$ cat src/logic/cf_pkg.sv
`default_nettype none

package cf_pkg;

   // ============================================================
   // sizes
   // ============================================================
   localparam int num_slots   = 2;
   localparam int instr_w     = 32;
   localparam int addr_w      = 32;
   localparam int reg_addr_w  = 5;
   localparam int queue_depth = 4;
   localparam int ptr_w       = 3;   // 2 index bits plus wrap bit
   localparam int wb_delay    = 2;   // commit to register-file write

   typedef logic [instr_w-1:0]    instr_t;
   typedef logic [addr_w-1:0]     addr_t;
   typedef logic [reg_addr_w-1:0] reg_addr_t;
   typedef logic [2:0]            isize_t;   // 2 or 4 bytes

   // original control-flow instruction waiting for its duplicate
   typedef struct packed {
      instr_t instr;
      addr_t  pc;
      addr_t  next_pc;
      logic   next_pc_valid;   // low until the successor commits
      logic   taken;
      isize_t isize;
   } cf_entry_t;

   // pending link-register write check
   typedef struct packed {
      logic      check;
      reg_addr_t rd;
      addr_t     link;   // pc plus instruction size
   } link_job_t;

   // ============================================================
   // decode helpers
   // ============================================================
   function automatic logic is_branch(input instr_t instr);
      return instr[6:0] == 7'b1100011;
   endfunction

   function automatic logic is_jal(input instr_t instr);
      return instr[6:0] == 7'b1101111;
   endfunction

   function automatic logic is_jalr(input instr_t instr);
      return instr[6:0] == 7'b1100111;
   endfunction

   function automatic logic is_cf(input instr_t instr);
      return is_branch(instr) || is_jal(instr) || is_jalr(instr);
   endfunction

   function automatic reg_addr_t get_rd(input instr_t instr);
      return instr[11:7];
   endfunction

   // distance from pc to destination, fall-through branches net out to zero
   function automatic addr_t dest_offset(input addr_t  pc,
                                         input addr_t  dest,
                                         input instr_t instr,
                                         input logic   taken,
                                         input isize_t isize);
      addr_t offset;
      offset = dest - pc;
      if (is_branch(instr) && !taken)
         offset = offset - addr_t'(isize);
      return offset;
   endfunction

endpackage

`default_nettype wire

$ cat src/logic/cf_event_if.sv
`timescale 1ns/1ns
`default_nettype none

interface cf_event_if import cf_pkg::*; ();

   logic   push_orig;        // original cf instruction committed
   logic   save_dup;         // duplicate cf instruction committed
   logic   any_commit;
   instr_t instr;
   addr_t  pc;
   isize_t isize;
   logic   taken;
   addr_t  same_next_pc;     // pc of the slot after the cf slot
   logic   same_next_valid;
   addr_t  first_pc;         // slot 1 pc

   modport sel (output push_orig, save_dup, any_commit, instr, pc, isize, taken,
                       same_next_pc, same_next_valid, first_pc);

   modport queue (input push_orig, any_commit, instr, pc, isize, taken,
                        same_next_pc, same_next_valid, first_pc);

   modport dup (input save_dup, any_commit, instr, pc, isize, taken, first_pc);

   modport link (input push_orig, save_dup, instr, pc, isize);

endinterface

`default_nettype wire

$ cat src/logic/cf_commit_select.sv
`timescale 1ns/1ns
`default_nettype none

module cf_commit_select import cf_pkg::*; (
   input  logic                 cf_enable,
   input  logic   [num_slots:1] commit,
   input  instr_t [num_slots:1] slot_instr,
   input  addr_t  [num_slots:1] slot_pc,
   input  isize_t [num_slots:1] slot_isize,
   input  logic   [num_slots:1] slot_taken,
   input  logic   [num_slots:1] slot_is_dup,
   input  logic   [num_slots:1] slot_received_kill,
   input  logic                 dut_branch_taken,
   cf_event_if.sel              ev
);

   int   sel;      // slot of the selected cf instruction
   logic found;
   logic is_dup;

   // scan from the top so the lowest slot wins
   always_comb begin
      sel   = 1;
      found = 1'b0;
      for (int i = num_slots; i >= 1; i--) begin
         if (commit[i] && is_cf(slot_instr[i])) begin
            sel   = i;
            found = 1'b1;
         end
      end
   end

   assign is_dup = slot_is_dup[sel];

   assign ev.any_commit = |commit;
   assign ev.push_orig  = cf_enable && found && !is_dup;
   assign ev.save_dup   = cf_enable && found && is_dup;
   assign ev.instr      = slot_instr[sel];
   assign ev.pc         = slot_pc[sel];
   assign ev.isize      = slot_isize[sel];
   assign ev.first_pc   = slot_pc[1];

   // original keeps the prediction, duplicate reports the resolved outcome
   assign ev.taken = is_dup ? (dut_branch_taken || slot_received_kill[sel])
                            : slot_taken[sel];

   // successor committing alongside gives the next pc right away
   always_comb begin
      ev.same_next_valid = 1'b0;
      ev.same_next_pc    = '0;
      for (int i = 1; i < num_slots; i++) begin
         if (found && sel == i && commit[i+1]) begin
            ev.same_next_valid = 1'b1;
            ev.same_next_pc    = slot_pc[i+1];
         end
      end
   end

endmodule

`default_nettype wire

$ cat src/logic/cf_orig_queue.sv
`timescale 1ns/1ns
`default_nettype none

module cf_orig_queue import cf_pkg::*; (
   input  logic      clk,
   input  logic      reset_,
   cf_event_if.queue ev,
   input  logic      pop,
   output cf_entry_t head,
   output logic      empty
);

   cf_entry_t        mem [queue_depth];
   cf_entry_t        new_entry;
   logic [ptr_w-1:0] head_ptr;
   logic [ptr_w-1:0] tail_ptr;
   logic [ptr_w-1:0] newest_ptr;   // last pushed entry
   logic             patch;

   assign empty      = head_ptr == tail_ptr;
   assign head       = mem[head_ptr[ptr_w-2:0]];
   assign newest_ptr = tail_ptr - 1'b1;

   // ============================================================
   // entry write and late next-pc capture
   // ============================================================
   assign new_entry.instr         = ev.instr;
   assign new_entry.pc            = ev.pc;
   assign new_entry.next_pc       = ev.same_next_pc;
   assign new_entry.next_pc_valid = ev.same_next_valid;
   assign new_entry.taken         = ev.taken;
   assign new_entry.isize         = ev.isize;

   // first commit after a lone original carries its successor in slot 1
   assign patch = ev.any_commit && !empty &&
                  !mem[newest_ptr[ptr_w-2:0]].next_pc_valid;

   always_ff @(posedge clk) begin
      if (ev.push_orig)
         mem[tail_ptr[ptr_w-2:0]] <= new_entry;
      if (patch) begin   // never the tail slot, so no clash with the push
         mem[newest_ptr[ptr_w-2:0]].next_pc       <= ev.first_pc;
         mem[newest_ptr[ptr_w-2:0]].next_pc_valid <= 1'b1;
      end
   end

   // ============================================================
   // pointers
   // ============================================================
   always_ff @(posedge clk) begin
      if (!reset_) begin
         tail_ptr <= '0;
      end else if (ev.push_orig) begin
         tail_ptr <= tail_ptr + 1'b1;
      end
   end

   always_ff @(posedge clk) begin
      if (!reset_) begin
         head_ptr <= '0;
      end else if (pop) begin   // compare done for the head
         head_ptr <= head_ptr + 1'b1;
      end
   end

endmodule

`default_nettype wire

$ cat src/logic/cf_dup_fsm.sv
`timescale 1ns/1ns
`default_nettype none

module cf_dup_fsm import cf_pkg::*; (
   input  logic      clk,
   input  logic      reset_,
   cf_event_if.dup   ev,
   input  cf_entry_t head,
   input  logic      empty,
   output logic      pop,
   output logic      check_done,
   output logic      err_cf_dest,
   output logic      err_no_orig
);

   typedef enum logic {st_idle, st_held} state_t;

   state_t state;
   instr_t dup_instr;
   addr_t  dup_pc;
   isize_t dup_isize;
   logic   dup_taken;
   logic   compare;
   logic   mismatch;
   addr_t  orig_offset;
   addr_t  dup_offset;

   // ============================================================
   // compare against the queue head
   // ============================================================
   assign compare = (state == st_held) && ev.any_commit;
   assign pop     = compare && !empty;

   assign orig_offset = dest_offset(head.pc, head.next_pc, head.instr, head.taken,
                                    head.isize);
   // duplicate's destination is whatever commits first after it
   assign dup_offset  = dest_offset(dup_pc, ev.first_pc, dup_instr, dup_taken,
                                    dup_isize);

   assign mismatch = (orig_offset != dup_offset) ||
                     (head.instr != dup_instr) ||
                     (is_branch(dup_instr) && (head.taken != dup_taken));

   // ============================================================
   // state and duplicate record
   // ============================================================
   always_ff @(posedge clk) begin
      if (!reset_) begin
         state <= st_idle;
      end else if (ev.save_dup) begin   // new duplicate wins over the clear
         state <= st_held;
      end else if (compare) begin
         state <= st_idle;
      end
   end

   // old record is read by the compare before it is replaced
   always_ff @(posedge clk) begin
      if (ev.save_dup) begin
         dup_instr <= ev.instr;
         dup_pc    <= ev.pc;
         dup_isize <= ev.isize;
         dup_taken <= ev.taken;
      end
   end

   always_ff @(posedge clk) begin
      if (!reset_) begin
         check_done  <= 1'b0;
         err_cf_dest <= 1'b0;
         err_no_orig <= 1'b0;
      end else begin
         check_done  <= compare;
         err_cf_dest <= compare && !empty && mismatch;
         err_no_orig <= compare && empty;   // duplicate with no original
      end
   end

endmodule

`default_nettype wire

$ cat src/logic/cf_link_timer.sv
`timescale 1ns/1ns
`default_nettype none

module cf_link_timer import cf_pkg::*; (
   input  logic      clk,
   input  logic      reset_,
   cf_event_if.link  ev,
   input  logic      rf_write_en,
   input  reg_addr_t rf_write_rd,
   input  addr_t     rf_write_data,
   output logic      rf_lock,
   output logic      rf_unlock,
   output logic      err_link
);

   link_job_t pipe [wb_delay];
   link_job_t new_job;
   link_job_t out_job;   // job whose write is due this cycle
   reg_addr_t new_rd;

   assign new_rd        = get_rd(ev.instr);
   assign new_job.check = (ev.push_orig || ev.save_dup) &&
                          (is_jal(ev.instr) || is_jalr(ev.instr)) &&
                          (new_rd != '0);   // x0 writes are dropped
   assign new_job.rd    = new_rd;
   assign new_job.link  = ev.pc + addr_t'(ev.isize);

   always_ff @(posedge clk) begin
      if (!reset_) begin
         for (int i = 0; i < wb_delay; i++)
            pipe[i] <= '0;
      end else begin
         pipe[0] <= new_job;
         for (int i = 1; i < wb_delay; i++)
            pipe[i] <= pipe[i-1];
      end
   end

   assign out_job = pipe[wb_delay-1];

   // hold the link write back from the register file
   assign rf_lock   = out_job.check && rf_write_en && (rf_write_rd != '0);
   assign rf_unlock = rf_write_en && !rf_lock;

   // missing write, wrong register or wrong link value
   always_ff @(posedge clk) begin
      if (!reset_) begin
         err_link <= 1'b0;
      end else begin
         err_link <= out_job.check &&
                     (!rf_write_en || (rf_write_rd != out_job.rd) ||
                      (rf_write_data != out_job.link));
      end
   end

endmodule

`default_nettype wire

$ cat src/logic/cf_checker_top.sv
`timescale 1ns/1ns
`default_nettype none

module cf_checker_top import cf_pkg::*; (
   input  logic                 clk,
   input  logic                 reset_,
   input  logic                 cf_enable,
   input  logic   [num_slots:1] commit,
   input  instr_t [num_slots:1] slot_instr,
   input  addr_t  [num_slots:1] slot_pc,
   input  isize_t [num_slots:1] slot_isize,
   input  logic   [num_slots:1] slot_taken,          // predicted
   input  logic   [num_slots:1] slot_is_dup,
   input  logic   [num_slots:1] slot_received_kill,
   input  logic                 dut_branch_taken,
   input  logic                 rf_write_en,
   input  reg_addr_t            rf_write_rd,
   input  addr_t                rf_write_data,
   output logic                 rf_lock,
   output logic                 rf_unlock,
   output logic                 check_done,
   output logic                 err_cf_dest,
   output logic                 err_no_orig,
   output logic                 err_link
);

   cf_entry_t queue_head;
   logic      queue_empty;
   logic      queue_pop;

   cf_event_if ev ();

   cf_commit_select u_select (
      .cf_enable          (cf_enable),
      .commit             (commit),
      .slot_instr         (slot_instr),
      .slot_pc            (slot_pc),
      .slot_isize         (slot_isize),
      .slot_taken         (slot_taken),
      .slot_is_dup        (slot_is_dup),
      .slot_received_kill (slot_received_kill),
      .dut_branch_taken   (dut_branch_taken),
      .ev                 (ev.sel)
   );

   cf_orig_queue u_queue (
      .clk    (clk),
      .reset_ (reset_),
      .ev     (ev.queue),
      .pop    (queue_pop),
      .head   (queue_head),
      .empty  (queue_empty)
   );

   cf_dup_fsm u_dup (
      .clk         (clk),
      .reset_      (reset_),
      .ev          (ev.dup),
      .head        (queue_head),
      .empty       (queue_empty),
      .pop         (queue_pop),
      .check_done  (check_done),
      .err_cf_dest (err_cf_dest),
      .err_no_orig (err_no_orig)
   );

   cf_link_timer u_link (
      .clk           (clk),
      .reset_        (reset_),
      .ev            (ev.link),
      .rf_write_en   (rf_write_en),
      .rf_write_rd   (rf_write_rd),
      .rf_write_data (rf_write_data),
      .rf_lock       (rf_lock),
      .rf_unlock     (rf_unlock),
      .err_link      (err_link)
   );

endmodule

`default_nettype wire

$ cat config.mk
export PLATFORM = sky130hd
export DESIGN_NAME = cf_checker_top
export DESIGN_NICKNAME = d
export VERILOG_FILES = /design/src/logic/cf_pkg.sv /design/src/logic/cf_event_if.sv /design/src/logic/cf_commit_select.sv /design/src/logic/cf_orig_queue.sv /design/src/logic/cf_dup_fsm.sv /design/src/logic/cf_link_timer.sv /design/src/logic/cf_checker_top.sv
export SDC_FILE = /design/constraint.sdc
export NUM_CORES = 1
export LEC_CHECK = 0
export BUFFER_PORTS_ARGS = -buffer_cell sky130_fd_sc_hd__buf_4
export CAP_MARGIN = 40
export CORE_ASPECT_RATIO = 1.2
export CORE_MARGIN = 2
export CORE_UTILIZATION = 60
export DETAILED_ROUTE_END_ITERATION = 7
export PLACE_DENSITY = 0.79
export SETUP_SLACK_MARGIN = 0.15
export SLEW_MARGIN = 20
export SYNTH_ARGS = -nofsm -noshare
export SYNTH_HDL_FRONTEND = slang
export SYNTH_HIERARCHICAL = 1
export SYNTH_SLANG_ARGS = --single-unit
$ cat constraint.sdc
create_clock -name clk -period 9.49 [get_ports clk]
set_clock_uncertainty 0.05 [all_clocks]
set_input_delay 0.4745 -clock clk [delete_from_list [all_inputs] [get_ports clk]]
set_output_delay 0.4745 -clock clk [all_outputs]
set_load 0.05 [all_outputs]
==> results of run 1 <==
[layer usage]
metal	part of all wire [%]	GRT usage, %
met2	50	53.7
met3	8.8	3.84
met4	4.1	13.2
met1	37	40.3
met5	0	0
[tightest hold or removal path: stages]
cell and delay, ns:
buf_4 0.09, and3_1 0.13, a31oi_1 0.08
[power by group through the flow]
stage | Combinational, mW | Sequential, mW | Clock, mW
floorplan | 0.247 | 2.74 | 0
finish | 0.408 | 2.69 | 2.16
global route | 0.438 | 2.69 | 2.27
CTS | 0.403 | 2.68 | 2.18
global placement | 0.389 | 2.74 | 0
detailed placement | 0.400 | 2.74 | 0
[through the flow]
stage,hold WS (ns),power (mW),utilization [%],setup slack (ns),instance area (µm²)
after floorplan,0.356,2.98,-,3.92,31400
after global routing,0.184,5.40,67.5,2.14,34800
after detailed placement,0.369,3.14,64.0,2.72,33000
final,0.184,5.25,67.5,2.68,34800
after CTS,0.165,5.27,67.4,2.67,34800
after global placement,0.369,3.13,63.9,2.60,33000
[cells in the final DEF (no fill, tap or decap), drive strengths merged, types with 50 or more instances in the layout]
master  instances
nand2         121
buf           218
ha             77
o21ai          65
and2           78
clkbuf         58
mux4          101
a21oi          96
inv            99
nor2           67
xnor2         136
nand4          50
and3          171
dfxtp          93
edfxtp        468
mux2          191
[how the worst max path moves through the flow]
stage / startpoint / end / slack (ns) / cells after the start
after CTS: flip-flop / u_dup/err_cf_dest / 2.67 / 15
after global routing: flip-flop / u_dup/err_cf_dest / 2.14 / 18
final: flip-flop / u_dup/err_cf_dest / 2.68 / 15
after global placement: flip-flop / u_dup/err_cf_dest / 2.60 / 16
after detailed placement: flip-flop / u_dup/err_cf_dest / 2.72 / 15
after floorplan: flip-flop / u_dup/err_cf_dest / 3.92 / 18
[registers in the layout, indices dropped and copies added (netlist names), named ones only]
name,count
u_dup/err_no_orig,1
u_dup/dup_taken,1
u_queue/tail_ptr,3
u_dup/err_cf_dest,1
u_queue/head_ptr,3
u_dup/dup_isize,3
u_dup/check_done,1
u_dup/dup_pc,32
u_queue/mem,404
u_link/err_link,1
u_link/pipe,76
u_dup/state,1
u_dup/dup_instr,32
[area by class of cell]
cell class	instances	area (µm²)	area share, %
Clock inverter	41	429	1.23
Timing Repair Buffer	219	1690	4.86
Sequential cell	561	15900	45.7
Clock buffer	57	1340	3.85
Inverter	94	353	1.01
Tap cell	697	872	2.50
Multi-Input combinational cell	1633	14200	40.8
==> results.toml, run 1 <==
[pwr]
p_clk_share_pct = 41.1
combPwrFrac_pct = 7.8
netSwitchingFraction_pct = 22.5
power.switching_mw = 1.18
p_int_mw = 4.07
power_per_cell_area_nw_per_um2 = 151
peakVddDrop_mv = 0.153
p_seq_share_pct = 51.1
p_leak_nw = 13.1

[timing]
max_slew_margin_pct = 35.3
timing.final.crit_share_pct = 71.8
final-setup-viol-count = 0
rsz0062_at_grt = "no"
timing.final.crit_period_ns = 6.81
slew_violations = 0
hold_viol = 0
tns_ns = 0
max_freq_mhz = 147
worst_pin_slew_ns = 0.968

[run]
maxCapViolations = 0

[layout]
fin_nets = 2828
area_growth_pct = 10.8
layoutNonFillerInstCount = 3302
drive_gt1_share_pct = 24.5
antenna_cells = 0
fillers = 3497

[placement]
place_congestion = 0.968
portBuffers = 189
dpl.hpwl_mm = 59.0
placedCellCount = 3202

[synth]
syn_avg_cell_area_um2 = 12.9
yosysWarnings = 6
synth_nets = 2706
syn_area_um2 = 31400
netlist_instances = 2440

[worst_setup_path]
rrSetupSlack_ns = 2.68
timing.rr.end = "u_dup/err_cf_dest"
cp_num_buf_inv = 1
cp.required_ns = 9.91
path_cells = "buf_4 -> mux4_2 -> ha_1 -> o2111ai_1 -> a2111oi_1 -> o31ai_1 -> a222oi_1 -> nand2b_1 -> nor4_2 -> o21a_1 -> nor4b_1 -> a31oi_1 -> or4_1 -> nor4_1 -> a311oi_1"
r2r_cells = 15
cp_max_fo = 33
cp-end-kind = "flip-flop"
critical-path-slowest-cell = "a2111oi_1"
start_kind = "flip-flop"
critical-path-top-delay-family = "compound AO/OA/AOI/OAI gates"
slowest_delay_ns = 0.97
path_class = "reg -> reg"
cp_data_arrival_time_ns = 7.23

[grt]
antenna_found_initial = 0
grt_pass1_vias = 21546
grt_max_degree = 73
overflow = 0
grt_use_total_pct = 31.3
grt_pass1_wl_mm = 126

[detailed_routing]
vias_per_cell = 6.58
drcViolationCount = 0
ant_nets = 0
dr.pass1.iters = 6
wire_per_inst_um = 25.6
wirelength_mm = 84.6
drt_iter0_drc = 2763
num_vias = 21714

[worst_hold_path]
hp-class = "in -> reg"
min_to = "u_link/err_link"
hold_depth = 3
hp-start = "rf_write_en"

[cts]
cts_tree = "done"
hold_buffers = 0
cts_setup_buffers = 0
path_clk_slew_ns = 0.07
cts_root_buffer = "clkbuf_16"
htreeDepth = 2
cts_buffers = 53
clk_latency_ns = 0.60
cts_sinks = 561
cts_max_path_buffers = 3
cts_resized = 0

[die]
io_pins = 190
coreArea_um2 = 51600
num_rows = 91
dieArea_um2 = 54200
start_util_pct = 60.9
die_h_um = 255
die_x_um = 213

[outcome]
status = "complete, no violations"
(Power assumes the default switching activity.)
==> run 2, diff against run 1 <==
==> constraint.sdc (replaced) <==
create_clock -name clk -period 7.1 [get_ports clk]
set_clock_uncertainty 0.05 [all_clocks]
set_input_delay 0.355 -clock clk [delete_from_list [all_inputs] [get_ports clk]]
set_output_delay 0.355 -clock clk [all_outputs]
set_load 0.05 [all_outputs]
==> results.toml, run 2 (synthesis results as in run 1) <==
[outcome]
status = "complete, no violations"

[grt]
overflow = 0
grt_max_degree = 71
grt_pass1_wl_mm = 129
grt_pass1_vias = 21882
antenna_found_initial = 3
grt_use_total_pct = 32.1

[worst_setup_path]
start_kind = "flip-flop"
critical-path-slowest-cell = "dfxtp_4"
critical-path-top-delay-family = "compound AO/OA/AOI/OAI gates"
path_cells = "buf_4 -> mux4_2 -> ha_1 -> nand2_1 -> o21ai_0 -> a31oi_1 -> o21ai_0 -> o21ai_0 -> a222oi_1 -> nor4bb_1 -> and3_1 -> nand4b_1 -> xnor3_1 -> or4_1 -> nor4_1 -> a311oi_1"
cp.required_ns = 7.51
rrSetupSlack_ns = 0.97
timing.rr.end = "u_dup/err_cf_dest"
cp_max_fo = 31
cp_common_cell = "o21ai_0"
r2r_cells = 16
slowest_delay_ns = 0.78
cp_data_arrival_time_ns = 6.54
cp-end-kind = "flip-flop"
path_class = "reg -> reg"
cp_num_buf_inv = 1

[placement]
placedCellCount = 3213
dpl.hpwl_mm = 60.1
portBuffers = 189
place_ws_ns = 1.02
place_congestion = 0.930

[cts]
path_clk_slew_ns = 0.06
cts_sinks = 561
cts_tree = "done"
clk_latency_ns = 0.62
cts_buffers = 52
hold_buffers = 0
cts_root_buffer = "clkbuf_16"
cts_setup_buffers = 0
cts_max_path_buffers = 3
cts_resized = 0
htreeDepth = 2

[detailed_routing]
dr.pass1.iters = 7
wire_per_inst_um = 26.2
wirelength_mm = 86.9
ant_nets = 0
vias_per_cell = 6.53
num_vias = 21642
drt_iter0_drc = 2469
drcViolationCount = 0

[timing]
max_freq_mhz = 163
tns_ns = 0
rsz0062_at_grt = "no"
timing.final.crit_period_ns = 6.13
timing.final.crit_share_pct = 86.4
max_slew_margin_pct = 36.9
slew_violations = 0
final-setup-viol-count = 0
hold_viol = 0
worst_pin_slew_ns = 0.946
holdWs_ns = 0.0579
setup_slack_ns = 0.969

[layout]
fin_util_pct = 67.8
register_area_um2 = 15900
fillers = 3510
final_cell_mix = "468 x edfxtp_1, 219 x buf_4, 171 x and3_1"
largest_register_ffs = 404
layoutNonFillerInstCount = 3313
drive_gt1_share_pct = 24.8
area_growth_pct = 11.2
fin_nets = 2838
layout_commonest_cell = "edfxtp_1"
multi_input_area_um2 = 14200

[die]
num_rows = 91
start_util_pct = 60.9
dieArea_um2 = 54200
io_pins = 190
coreArea_um2 = 51600
die_h_um = 255
die_x_um = 213

[pwr]
combPwrFrac_pct = 7.8
netSwitchingFraction_pct = 22.4
p_clk_share_pct = 41.3
peakVddDrop_mv = 0.199
p_int_mw = 5.47
power.switching_mw = 1.58
power_per_cell_area_nw_per_um2 = 202
p_leak_nw = 13.2
p_seq_share_pct = 50.9

[run]
maxCapViolations = 0

[worst_hold_path]
hold_depth = 2
hp-start = "slot_pc[29]"
hp-class = "in -> reg"
min_to = "u_queue/mem[3][34]"
==> run 2: layout make-up <==
cell class	instances	share of cell area [%]
antenna	1	0.00716
multi-input combinational	1633	40.6
clock inverter	25	0.891
tap	697	2.50
sequential	561	45.6
inverter	94	1.01
clock buffer	72	4.25
timing repair buffer	230	5.15
==> run 2: stage by stage <==
| step | power (mW) | instance area, µm² |
|---|---|---|
| 6_report | 7.05 | 35000 |
| 5_1_grt | 7.21 | 34900 |
| 4_1_cts | 7.05 | 34900 |
| 3_5_place_dp | 4.19 | 33100 |
| 3_3_place_gp | 4.18 | 33000 |
| 2_1_floorplan | 3.99 | 31400 |
==> run 2: worst max path at each step <==
stage	from	to	slack, ns	depth (start not counted)
after floorplan	flip-flop	u_dup/err_cf_dest	1.53	18
after global placement	flip-flop	u_dup/err_cf_dest	0.83	16
after detailed placement	flip-flop	u_dup/err_cf_dest	1.02	16
after CTS	flip-flop	u_dup/err_cf_dest	0.98	16
after global routing	flip-flop	u_dup/err_cf_dest	0.37	16
final	flip-flop	u_dup/err_cf_dest	0.97	16
==> run 2: power groups by stage <==
| stage | clock network (mW) | registers, mW | logic [mW] |
|---|---|---|---|
| detailed placement | 0 | 3.66 | 0.533 |
| floorplan | 0 | 3.66 | 0.330 |
| global placement | 0 | 3.66 | 0.519 |
| finish | 2.91 | 3.59 | 0.546 |
| CTS | 2.93 | 3.59 | 0.539 |
| global route | 3.04 | 3.59 | 0.583 |
==> run 2: metal layers <==
| metal | wire length, µm | track usage, % |
|---|---|---|
| met2 | 42600 | 54.5 |
| met1 | 32200 | 39.9 |
| met5 | 38 | 0 |
| met3 | 7590 | 5.63 |
| met4 | 4470 | 15.3 |
